==> config.mk <==
export PLATFORM = sky130hd
export DESIGN_NAME = memset_top
export DESIGN_NICKNAME = d
export VERILOG_FILES = /design/src/rtl/memset_pkg.sv /design/src/rtl/memory_controller.sv /design/src/rtl/memset_engine.sv /design/src/rtl/memset_top.sv /design/src/rtl/single_port_ram.sv
export SDC_FILE = /design/constraint.sdc
export NUM_CORES = 1
export LEC_CHECK = 0
export BUFFER_PORTS_ARGS = -buffer_cell sky130_fd_sc_hd__buf_2
export CORE_MARGIN = 1
export CORE_UTILIZATION = 40
export DETAILED_ROUTE_END_ITERATION = 10
export GPL_TIMING_DRIVEN = 0
export PLACE_DENSITY = 0.6
export SLEW_MARGIN = 20
export SYNTH_ARGS = -nofsm -noshare
export SYNTH_HDL_FRONTEND = slang
export SYNTH_SLANG_ARGS = --single-unit
==> constraint.sdc <==
create_clock -name clk -period 3.21 [get_ports clk]
set_clock_uncertainty 0.1 [all_clocks]
set_input_delay 0.321 -clock clk [delete_from_list [all_inputs] [get_ports clk]]
set_output_delay 0.321 -clock clk [all_outputs]
set_load 0.02 [all_outputs]
==> src/rtl/memset_pkg.sv <==
package memset_pkg;

	// RAM geometry.
	localparam int addr_w = 5;  // Address width of the 32 word RAM.
	localparam int data_w = 8;  // Word width, also the fill byte width.
	localparam int depth  = 32; // Number of RAM locations.

	// Length needs one more bit than the address so that a full fill of
	// all 32 locations can be requested.
	localparam int len_w = 6;

	// One request to the single RAM port.
	// A low we turns the request into a read of addr.
	typedef struct packed {
		logic              we;   // Write strobe.
		logic [addr_w-1:0] addr; // Word address.
		logic [data_w-1:0] data; // Write data, ignored on reads.
	} mem_req_t;

	// Fill engine states.
	typedef enum logic [1:0] {
		st_idle = 2'd0, // Waiting for start.
		st_fill = 2'd1, // One write per cycle.
		st_done = 2'd2  // Finish pulse.
	} engine_state_t;

endpackage

==> src/rtl/memory_controller.sv <==
`timescale 1ns/1ps

module memory_controller (
	input  logic                          clk,
	input  logic                          reset,
	input  memset_pkg::mem_req_t          wr_req,
	input  logic                          rd_en,
	input  logic [memset_pkg::addr_w-1:0] rd_addr,
	input  logic [memset_pkg::data_w-1:0] ram_out,
	output memset_pkg::mem_req_t          ram_req,
	output logic                          rd_valid,
	output logic [memset_pkg::data_w-1:0] rd_data
);
	import memset_pkg::*;

	mem_req_t rd_req;   // Host read mapped onto the RAM port.
	logic     rd_issue; // Host read actually reaches the RAM.

	// Engine writes have fixed priority over host reads.
	// A read that collides with a write is lost.
	assign rd_issue = rd_en && !wr_req.we;

	always_comb
	begin
		rd_req.we   = 1'b0;
		rd_req.addr = rd_addr;
		rd_req.data = '0;
	end

	// Port mux.
	always_comb
	begin
		if (wr_req.we)
		begin
			ram_req = wr_req;
		end
		else
		begin
			ram_req = rd_req; // Idle cycles also read, harmlessly.
		end
	end

	// The RAM output register lines up with this flag one cycle after
	// the read is issued.
	always_ff @(posedge clk)
	begin
		if (reset)
		begin
			rd_valid <= 1'b0;
		end
		else
		begin
			rd_valid <= rd_issue;
		end
	end

	assign rd_data = ram_out; // Registered inside the RAM.

endmodule

==> src/rtl/memset_engine.sv <==
`timescale 1ns/1ps

module memset_engine (
	input  logic                          clk,
	input  logic                          reset,
	input  logic                          start,
	input  logic [memset_pkg::addr_w-1:0] m,
	input  logic [memset_pkg::data_w-1:0] c,
	input  logic [memset_pkg::len_w-1:0]  n,
	output memset_pkg::mem_req_t          wr_req,
	output logic                          finish,
	output logic                          busy,
	output logic [memset_pkg::addr_w-1:0] return_val
);
	import memset_pkg::*;

	engine_state_t state;
	engine_state_t state_next;

	logic [addr_w-1:0] base_addr; // Start address of the running command.
	logic [addr_w-1:0] cur_addr;  // Address of the write being presented.
	logic [data_w-1:0] fill_byte; // Byte written to every location.
	logic [len_w-1:0]  remaining; // Writes still to go, including the current one.

	logic start_ok;   // Start accepted in this cycle.
	logic empty_cmd;  // Command with a length of zero.
	logic last_write; // Final write of the fill is presented.

	// Start only counts while the engine is idle.
	assign start_ok   = start && (state == st_idle);
	assign empty_cmd  = (n == '0);
	assign last_write = (state == st_fill) && (remaining == len_w'(1));

	// Next state.
	always_comb
	begin
		state_next = state;
		case (state)
			st_idle:
			begin
				if (start_ok)
				begin
					// A zero length skips the fill entirely.
					state_next = empty_cmd ? st_done : st_fill;
				end
			end
			st_fill:
			begin
				if (last_write)
				begin
					state_next = st_done;
				end
			end
			st_done:
			begin
				state_next = st_idle; // Done lasts exactly one cycle.
			end
			default:
			begin
				state_next = st_idle;
			end
		endcase
	end

	// State register.
	always_ff @(posedge clk)
	begin
		if (reset)
		begin
			state <= st_idle;
		end
		else
		begin
			state <= state_next;
		end
	end

	// Remaining count.
	always_ff @(posedge clk)
	begin
		if (reset)
		begin
			remaining <= '0;
		end
		else if (start_ok)
		begin
			remaining <= n;
		end
		else if (state == st_fill)
		begin
			remaining <= remaining - len_w'(1);
		end
	end

	// Command fields and running address.
	always_ff @(posedge clk)
	begin
		if (start_ok)
		begin
			base_addr <= m;
			cur_addr  <= m;
			fill_byte <= c;
		end
		else if (state == st_fill)
		begin
			cur_addr <= cur_addr + addr_w'(1); // Wraps past the top word.
		end
	end

	// The result is loaded on entry to st_done so that it is already
	// valid during the finish pulse.
	always_ff @(posedge clk)
	begin
		if (reset)
		begin
			return_val <= '0;
		end
		else if (start_ok && empty_cmd)
		begin
			return_val <= m;
		end
		else if (last_write)
		begin
			return_val <= base_addr;
		end
	end

	// Write request toward the controller.
	always_comb
	begin
		wr_req.we   = (state == st_fill);
		wr_req.addr = cur_addr;
		wr_req.data = fill_byte;
	end

	assign finish = (state == st_done);
	assign busy   = (state != st_idle); // High from the cycle after start to finish.

endmodule

==> src/rtl/memset_top.sv <==
`timescale 1ns/1ps

module memset_top (
	input  logic                          clk,
	input  logic                          reset,
	input  logic                          start,
	input  logic [memset_pkg::addr_w-1:0] m,
	input  logic [memset_pkg::data_w-1:0] c,
	input  logic [memset_pkg::len_w-1:0]  n,
	input  logic                          rd_en,
	input  logic [memset_pkg::addr_w-1:0] rd_addr,
	output logic                          finish,
	output logic                          busy,
	output logic [memset_pkg::addr_w-1:0] return_val,
	output logic                          rd_valid,
	output logic [memset_pkg::data_w-1:0] rd_data
);
	import memset_pkg::*;

	mem_req_t          wr_req;  // Engine write stream.
	mem_req_t          ram_req; // Arbitrated RAM port.
	logic [data_w-1:0] ram_out; // Registered RAM read data.

	// Fill engine.
	memset_engine u_engine (
		.clk        (clk),
		.reset      (reset),
		.start      (start),
		.m          (m),
		.c          (c),
		.n          (n),
		.wr_req     (wr_req),
		.finish     (finish),
		.busy       (busy),
		.return_val (return_val)
	);

	// Port arbiter and read valid tracking.
	memory_controller u_ctrl (
		.clk      (clk),
		.reset    (reset),
		.wr_req   (wr_req),
		.rd_en    (rd_en),
		.rd_addr  (rd_addr),
		.ram_out  (ram_out),
		.ram_req  (ram_req),
		.rd_valid (rd_valid),
		.rd_data  (rd_data)
	);

	// 32 x 8 storage.
	single_port_ram u_ram (
		.clk (clk),
		.req (ram_req),
		.out (ram_out)
	);

endmodule

==> src/rtl/single_port_ram.sv <==
`timescale 1ns/1ps

module single_port_ram (
	input  logic                          clk,
	input  memset_pkg::mem_req_t          req,
	output logic [memset_pkg::data_w-1:0] out
);
	import memset_pkg::*;

	logic [data_w-1:0] mem [depth]; // Storage array.
	logic [data_w-1:0] rd_word;     // Registered read word.

	// A write updates the array on the edge.
	// Any other cycle captures the addressed word.
	always_ff @(posedge clk)
	begin
		if (req.we)
		begin
			mem[req.addr] <= req.data;
		end
		else
		begin
			rd_word <= mem[req.addr];
		end
	end

	assign out = rd_word;

endmodule

==> impl_summary.log, run 1 <==
[metrics] run status: finished, final reports clean
[metrics] critical path's slowest cell: sky130_fd_sc_hd__a221oi_1
[metrics] die area: 28680 um2
[metrics] mean cell area of the mapped netlist: 17.00 um2
[metrics] initial cell density of the core: 0.4122
[metrics] sum of internal, switching and leakage power: 0.008637 W
[metrics] layout cell share with drive strength beyond 1: 0.2031
[metrics] Setup crit start: u_engine.state[1]$_SDFFE_PP0P_
[metrics] cell internal power dissipation: 0.006497 W
[metrics] data required time at the worst endpoint: 3.39 ns
[metrics] wirelength, routed: 27.26 mm
[metrics] Layout area overhead: 16.88%
[metrics] met2 routing resource usage after global routing: 0.3097
[metrics] remaining global-route overflow: 0
[metrics] share of the core filled with cells in the final layout: 0.4818
[metrics] slew at the pin closest to its max-slew limit: 0.8154 ns
[metrics] clock tree from TritonCTS: built
[metrics] pwr dens: 659.7 nW/um2
[metrics] Crit Reg-Reg Startpoint: u_engine.state[1]$_SDFFE_PP0P_
[metrics] WL/cell: 23.68 um
[metrics] crit-path max FO: 10
[metrics] Setup Viol. Count Final: 0
[metrics] unrepaired setup endpoints after global routing: false
[metrics] CP startpoint kind: flop
[metrics] achievable clock frequency: 319.3 MHz
[metrics] Peak VDD IR: 0.0003687 V
[metrics] type of destination of the critical path: flop
[metrics] most common cell after layout, fill and taps aside: sky130_fd_sc_hd__edfxtp_1
[metrics] count of max-cap constraint violations: 0
[metrics] setup total negative slack: 0 ns
[metrics] Sinks on Clock Net: 296
[metrics] insertion delay to the later sink of the worst-skew pair: 0.55 ns
[metrics] number of hold violations in the final report: 0
[metrics] Layout Nets: 786
[metrics] synthesized netlist net count: 690
[metrics] fraction of power consumed by the clock network: 0.366
[metrics] reg-to-reg critical path endpoint: u_ram.out[7]$_DFFE_PN_
[metrics] DRC errors left: 0
[metrics] sw frac: 0.2478
[metrics] Site Rows: 60
[metrics] Hold Path Stages: 3
[metrics] buffering stage count on the worst path with inverters included: 2
[metrics] area of the core: 27180 um2
[metrics] post-synthesis instance total: 659
[metrics] count of unique library cells instantiated by Yosys: 41
[metrics] #FFs+latches synth: 296
[metrics] most frequent cells in the layout: 282 x sky130_fd_sc_hd__edfxtp_1, 64 x sky130_fd_sc_hd__buf_2, 64 x sky130_fd_sc_hd__a22o_1, 61 x sky130_fd_sc_hd__a221oi_1, 37 x sky130_fd_sc_hd__nor2_1
[metrics] width of the chip: 169.3 um
[metrics] Logic pwr share: 0.120
[metrics] number of antenna violations at the first check in global routing: 1
[metrics] total area of multi-input combinational cells: 2345 um2
[metrics] switching power total: 0.002140 W
[metrics] count of synthesis-stage warnings from yosys: 0
[metrics] half-perimeter wire length after placement: 17.45 mm
[metrics] final critical-path required period: 3.132 ns
[metrics] CTS clk-pin slew, worst paths: 0.06 ns
[metrics] largest stage delay on the critical path: 0.64 ns
[metrics] vias in the first global route: 6501
[metrics] source of the worst hold timing path: n[2]
[metrics] GPL Wtd Cong: 0.9002
[metrics] sequential area share after synthesis: 0.7810
[metrics] max-slew headroom at the worst pin: 0.4544
[metrics] vias after detailed routing: 6695
[metrics] DR vias/cell: 5.817
[metrics] Pre-Repair DR Iteration Count: 5
[metrics] Top-Level Pins: 44
[metrics] met3 usage in global routing: 0.03545
[metrics] worst hold-check path type: input pin to flop
[metrics] pin count of the biggest net entering global routing: 33
[metrics] WHS Endpoint: u_engine.remaining[2]$_SDFFE_PP0P_
[metrics] Pins Over Slew Limit: 0
[metrics] fillcell total: 2315
[metrics] met1 track utilization from global routing: 0.2701
[metrics] Post-Layout Cell Count: 1151
[metrics] initial DRC count: 795
[metrics] root buffer cell: sky130_fd_sc_hd__clkbuf_16
[metrics] number of buffers on the longest clock path: 3
[metrics] height of the chip: 169.3 um
[metrics] DRT antenna net count: 0
[metrics] total instance count after detailed placement: 1074
[metrics] arrival time at the worst endpoint: 3.31 ns
[metrics] register-to-register setup slack: 0.08 ns
[metrics] share of the clock period used by the worst path after layout: 0.9757
[metrics] Port Buf Inserts: 43
[metrics] overall routing resource usage: 0.1918
[metrics] CP Cell Sequence: and2b_2, buf_6, nand3b_4, o21ai_4, buf_2, a221oi_1, o22ai_1, or4_1
[metrics] Leakage: 4.345 nW
[metrics] Top Usage Layer GRT: met2
[metrics] critical path class: flop to flop
[metrics] Reg area: 8748 um2
[metrics] family with the most delay on the worst path: simple AND/OR/NAND/NOR gates
[metrics] post-synthesis cell area: 11200 um2
[metrics] first-pass GRT wire length: 40.59 mm
[metrics] Reg power frac: 0.513
[metrics] number of buffers added by the clock tree synthesis step: 29
[metrics] total number of H-tree levels: 1
[metrics] Worst Reg-to-Reg Cells: 8
-- synthesized netlist by cell type (all sizes together) --
cell type,number,share of area
a21oi,7,0.0031
a221oi,66,0.052
a22o,64,0.050
a311oi,5,0.0039
a32oi,2,0.0016
and2,8,0.0045
and2b,1,0.00078
buf,24,0.012
clkbuf,15,0.0050
dfxtp,14,0.025
edfxtp,282,0.76
ha,3,0.0034
inv,6,0.0020
mux2,2,0.0020
mux2i,4,0.0036
nand2,25,0.0090
nand2b,2,0.0011
nand3,17,0.0080
nand3b,2,0.0025
nand4bb,1,0.0010
nor2,51,0.017
nor2b,1,0.00056
nor3,3,0.0018
nor3b,1,0.00067
o211ai,1,0.00067
o21ai,6,0.0044
o22ai,32,0.018
o31ai,1,0.0019
or4,9,0.0060
or4b,1,0.00089
xnor2,1,0.00078
xor2,2,0.0016
-- cell families after synthesis --
logic type	after synthesis	synth area share
buffers and inverters	45	0.01876
adder cells (fa/ha/maj)	3	0.003351
multiplexers	6	0.005585
AND/OR/NAND/NOR	122	0.05395
flip-flops	296	0.7810
AO/OA/AOI/OAI	184	0.1350
XOR/XNOR	3	0.002346
-- power groups by stage --
stage               Combinational [W]  Clock [W]  Sequential (W)
floorplan                    0.000555          0         0.00455
global placement             0.000946          0         0.00452
detailed placement           0.000969          0         0.00452
CTS                          0.000996    0.00319         0.00444
global route                  0.00111    0.00334         0.00444
finish                        0.00104    0.00316         0.00443
-- final cells by class --
class	count	share of cell area
Sequential cell	296	0.6682
Multi-Input combinational cell	318	0.1791
Clock buffer	39	0.05906
Tap cell	372	0.03555
Timing Repair Buffer	65	0.03268
Buffer	39	0.01500
Clock inverter	15	0.008314
Inverter	6	0.001911
Antenna cell	1	0.0001911
-- worst max-delay path by stage --
stage,endpoint,cells after the start
after floorplan,u_ram.out[2]$_DFFE_PN_,8
after global placement,u_ram.mem[0][5]$_DFFE_PP_,6
after detailed placement,u_ram.mem[3][0]$_DFFE_PP_,6
after CTS,u_ram.mem[2][7]$_DFFE_PP_,6
after global routing,u_ram.out[6]$_DFFE_PN_,8
final,u_ram.out[7]$_DFFE_PN_,8
-- sequential cells by signal (all words and copies together), names as in the netlist --
signal               cells
u_ram.mem              256
u_engine.fill_byte       8
u_ram.out                8
u_engine.remaining       6
u_engine.base_addr       5
u_engine.cur_addr        5
u_engine.return_val      5
u_engine.state           2
u_ctrl.rd_valid          1
-- per-layer routing --
layer	part of all wire	vias to the layer above
met2	0.47	365
met4	0.020	0
met3	0.096	42
met5	0	-
li1	-	2941
met1	0.41	3347
-- worst register-to-register path, delay by kind of cell (launching register included) --
kind / cells / cell delay (ns)
buffers and inverters: 2 / 0.43
AND/OR/NAND/NOR: 3 / 1.00
flip-flops: 1 / 0.40
AO/OA/AOI/OAI: 3 / 0.94
-- metrics by stage --
step / setup slack (ns) / hold slack (ns) / cell area [um2]
finish: 0.07788 / 0.05094 / 13090
detailed placement: -0.1521 / 0.3756 / 11890
global placement: -0.09094 / 0.3670 / 11880
floorplan: 0.6536 / 0.2931 / 11200
CTS: -0.08800 / 0.01920 / 12990
global route: 0.01048 / 0.05760 / 13090
-- timing repair --
item	4_1_cts	5_1_grt
endpoints found under the setup margin	136	149
buffers inserted	0	3
gates resized for setup	11	24
endpoints found under the hold margin	24	0
hold buffers	19	0
No activity file was read; power rests on OpenSTA's default activity.
==> run 2, diff against run 1 <==
--- a/config.mk
+++ b/config.mk
@@ -7,10 +7,10 @@
 export LEC_CHECK = 0
 export BUFFER_PORTS_ARGS = -buffer_cell sky130_fd_sc_hd__buf_2
 export CORE_MARGIN = 1
-export CORE_UTILIZATION = 40
+export CORE_UTILIZATION = 50
 export DETAILED_ROUTE_END_ITERATION = 10
 export GPL_TIMING_DRIVEN = 0
-export PLACE_DENSITY = 0.6
+export PLACE_DENSITY = 0.71
 export SLEW_MARGIN = 20
 export SYNTH_ARGS = -nofsm -noshare
 export SYNTH_HDL_FRONTEND = slang
==> impl_summary.log, run 2 (synthesis results as in run 1) <==
[metrics] Sinks on Clock Net: 296 (unchanged)
[metrics] root buffer cell: sky130_fd_sc_hd__clkbuf_16 (unchanged)
[metrics] number of buffers on the longest clock path: 3 (unchanged)
[metrics] clock tree from TritonCTS: built (unchanged)
[metrics] width of the chip: 151.7 um (was 169.3 um)
[metrics] Leakage: 4.314 nW (was 4.345 nW)
[metrics] Place WS: -0.07458 ns (was -0.1521 ns)
[metrics] fillcell total: 1619 (was 2315)
[metrics] Largest Register: u_ram.mem (unchanged)
[metrics] type of destination of the critical path: flop (unchanged)
[metrics] number of buffers added by the clock tree synthesis step: 29 (unchanged)
[metrics] total number of H-tree levels: 1 (unchanged)
[metrics] DRT antenna net count: 0 (unchanged)
[metrics] DR vias/cell: 6.326 (was 5.817)
[metrics] initial cell density of the core: 0.5117 (was 0.4122)
[metrics] most common cell after layout, fill and taps aside: sky130_fd_sc_hd__edfxtp_1 (unchanged)
[metrics] Pre-Repair DR Iteration Count: 6 (was 5)
[metrics] finished layout cell area: 12880 um2 (was 13090 um2)
[metrics] PnR worst setup slack: 0.08197 ns (was 0.07788 ns)
[metrics] unrepaired setup endpoints after global routing: false (unchanged)
[metrics] Setup Viol. Count Final: 0 (unchanged)
[metrics] Site Rows: 54 (was 60)
[metrics] number of antenna violations at the first check in global routing: 0 (was 1)
[metrics] Layout Nets: 784 (was 786)
[metrics] Port Buf Inserts: 43 (unchanged)
[metrics] initial DRC count: 983 (was 795)
[metrics] wirelength, routed: 26.05 mm (was 27.26 mm)
[metrics] ant diodes: 0 (was 1)
[metrics] WL/cell: 24.72 um (was 23.68 um)
[metrics] vias in the first global route: 6599 (was 6501)
[metrics] achievable clock frequency: 319.7 MHz (was 319.3 MHz)
[metrics] Peak VDD IR: 0.0004388 V (was 0.0003687 V)
[metrics] height of the chip: 151.7 um (was 169.3 um)
[metrics] register-to-register setup slack: 0.08 ns (about the same)
[metrics] half-perimeter wire length after placement: 16.72 mm (was 17.45 mm)
[metrics] worst hold-check path type: input pin to flop (unchanged)
[metrics] pwr dens: 664.0 nW/um2 (was 659.7 nW/um2)
[metrics] data required time at the worst endpoint: 3.36 ns (was 3.39 ns)
[metrics] vias after detailed routing: 6668 (was 6695)
[metrics] crit-path max FO: 10 (unchanged)
[metrics] CTS clk-pin slew, worst paths: 0.06 ns (about the same)
[metrics] Top-Level Pins: 44 (unchanged)
[metrics] layout cell share with drive strength beyond 1: 0.1770 (was 0.2031)
[metrics] die area: 23010 um2 (was 28680 um2)
[metrics] Pins Over Slew Limit: 0 (unchanged)
[metrics] arrival time at the worst endpoint: 3.28 ns (was 3.31 ns)
[metrics] DRC errors left: 0 (unchanged)
[metrics] pin count of the biggest net entering global routing: 33 (unchanged)
[metrics] Reg area: 8748 um2 (unchanged)
[metrics] critical path class: flop to flop (unchanged)
[metrics] total instance count after detailed placement: 982 (was 1074)
[metrics] overall routing resource usage: 0.2362 (was 0.1918)
[metrics] area of the core: 21890 um2 (was 27180 um2)
[metrics] share of the clock period used by the worst path after layout: 0.9745 (was 0.9757)
[metrics] run status: finished, final reports clean (unchanged)
[metrics] first-pass GRT wire length: 39.16 mm (was 40.59 mm)
[metrics] remaining global-route overflow: 0 (unchanged)
[metrics] total area of multi-input combinational cells: 2266 um2 (was 2345 um2)
[metrics] count of max-cap constraint violations: 0 (unchanged)
[metrics] CP startpoint kind: flop (unchanged)
[metrics] Layout area overhead: 14.99% (was 16.88%)
[metrics] setup total negative slack: 0 ns (unchanged)
[metrics] GPL Wtd Cong: 0.9624 (was 0.9002)
[metrics] max FFs per register: 256 (unchanged)
[metrics] max-slew headroom at the worst pin: 0.2341 (was 0.4544)
[metrics] insertion delay to the later sink of the worst-skew pair: 0.53 ns (was 0.55 ns)
[metrics] slew at the pin closest to its max-slew limit: 1.149 ns (was 0.8154 ns)
[metrics] number of hold violations in the final report: 0 (unchanged)
[metrics] Cell Area, Placed: 11770 um2 (was 11890 um2)
[metrics] most frequent cells in the layout: 282 x sky130_fd_sc_hd__edfxtp_1, 66 x sky130_fd_sc_hd__a221oi_1, 64 x sky130_fd_sc_hd__buf_2, 64 x sky130_fd_sc_hd__a22o_1, 47 x sky130_fd_sc_hd__nor2_1 (was 282 x sky130_fd_sc_hd__edfxtp_1, 64 x sky130_fd_sc_hd__buf_2, 64 x sky130_fd_sc_hd__a22o_1, 61 x sky130_fd_sc_hd__a221oi_1, 37 x sky130_fd_sc_hd__nor2_1)
[metrics] final critical-path required period: 3.128 ns (was 3.132 ns)
[metrics] Post-Layout Cell Count: 1054 (was 1151)
-- run 2: cell count changes in the layout (fill, tap and decap cells not counted), sizes merged --
cell and delta:
clkinvlp +1, diode -1, bufinv -1, clkinv -5, clkbuf +3, buf -3, dlygate4sd3 +1
-- run 2: through the flow --
stage	hold slack [ns]	power (W)	utilization
after global routing	0.03229	0.008808	0.5884
final	0.01834	0.008554	0.5884
after floorplan	0.2931	0.005102	-
after global placement	0.3549	0.005432	0.5376
after CTS	0.002049	0.008560	0.5876
after detailed placement	0.3806	0.005467	0.5377
-- run 2: worst max-delay path, cell delays in order (launching register included) --
cell	delay [ns]
sky130_fd_sc_hd__dfxtp_1	0.38
sky130_fd_sc_hd__and2b_2	0.29
sky130_fd_sc_hd__buf_6	0.17
sky130_fd_sc_hd__nand3_2	0.27
sky130_fd_sc_hd__nand2_4	0.17
sky130_fd_sc_hd__buf_2	0.25
sky130_fd_sc_hd__a221oi_1	0.46
sky130_fd_sc_hd__o22ai_1	0.15
sky130_fd_sc_hd__or4_1	0.59
-- run 2: routing by layer --
layer  part of all wire  track usage  wire length (um)
met1               0.40       0.3174             10300
met2               0.48       0.3893             12510
met3              0.090      0.04072              2347
met4              0.035      0.08267               901
met5                  0            0                 0
-- run 2: timing repair --
| action | in CTS | in global routing |
|---|---|---|
| hold buffers | 20 | 0 |
| setup buffers | 0 | 0 |
| gates resized for setup | 3 | 14 |
| setup endpoints to repair | 69 | 128 |
| hold endpoints to repair | 25 | 0 |
-- run 2: area by class of cell --
class | count | area share
well taps | 280 | 0.02720
clock inverters | 10 | 0.004468
plain buffers | 39 | 0.01506
repair buffers | 63 | 0.03225
flip-flops and latches | 296 | 0.6792
inverters | 6 | 0.001943
multi-input cells | 318 | 0.1759
clock buffers | 42 | 0.06401
-- run 2: final timing paths --
kind / from / to / cells past startpoint
worst max-delay path: u_engine.state[1]$_SDFFE_PP0P_ / u_ram.out[4]$_DFFE_PN_ / 8
worst min-delay path: n[4] / u_engine.remaining[4]$_SDFFE_PP0P_ / 3
worst max register to register: u_engine.state[1]$_SDFFE_PP0P_ / u_ram.out[4]$_DFFE_PN_ / 8
worst min register to register: u_engine.remaining[4]$_SDFFE_PP0P_ / u_engine.remaining[4]$_SDFFE_PP0P_ / 2
-- run 2: where the power goes --
part           switching (W)  total [W]  internal (W)  leakage, nW
logic               0.000664   0.000996      0.000332         1.15
registers          0.0000538    0.00443       0.00438         2.73
clock network        0.00135    0.00312       0.00178        0.429
total                0.00207    0.00855       0.00649         4.31
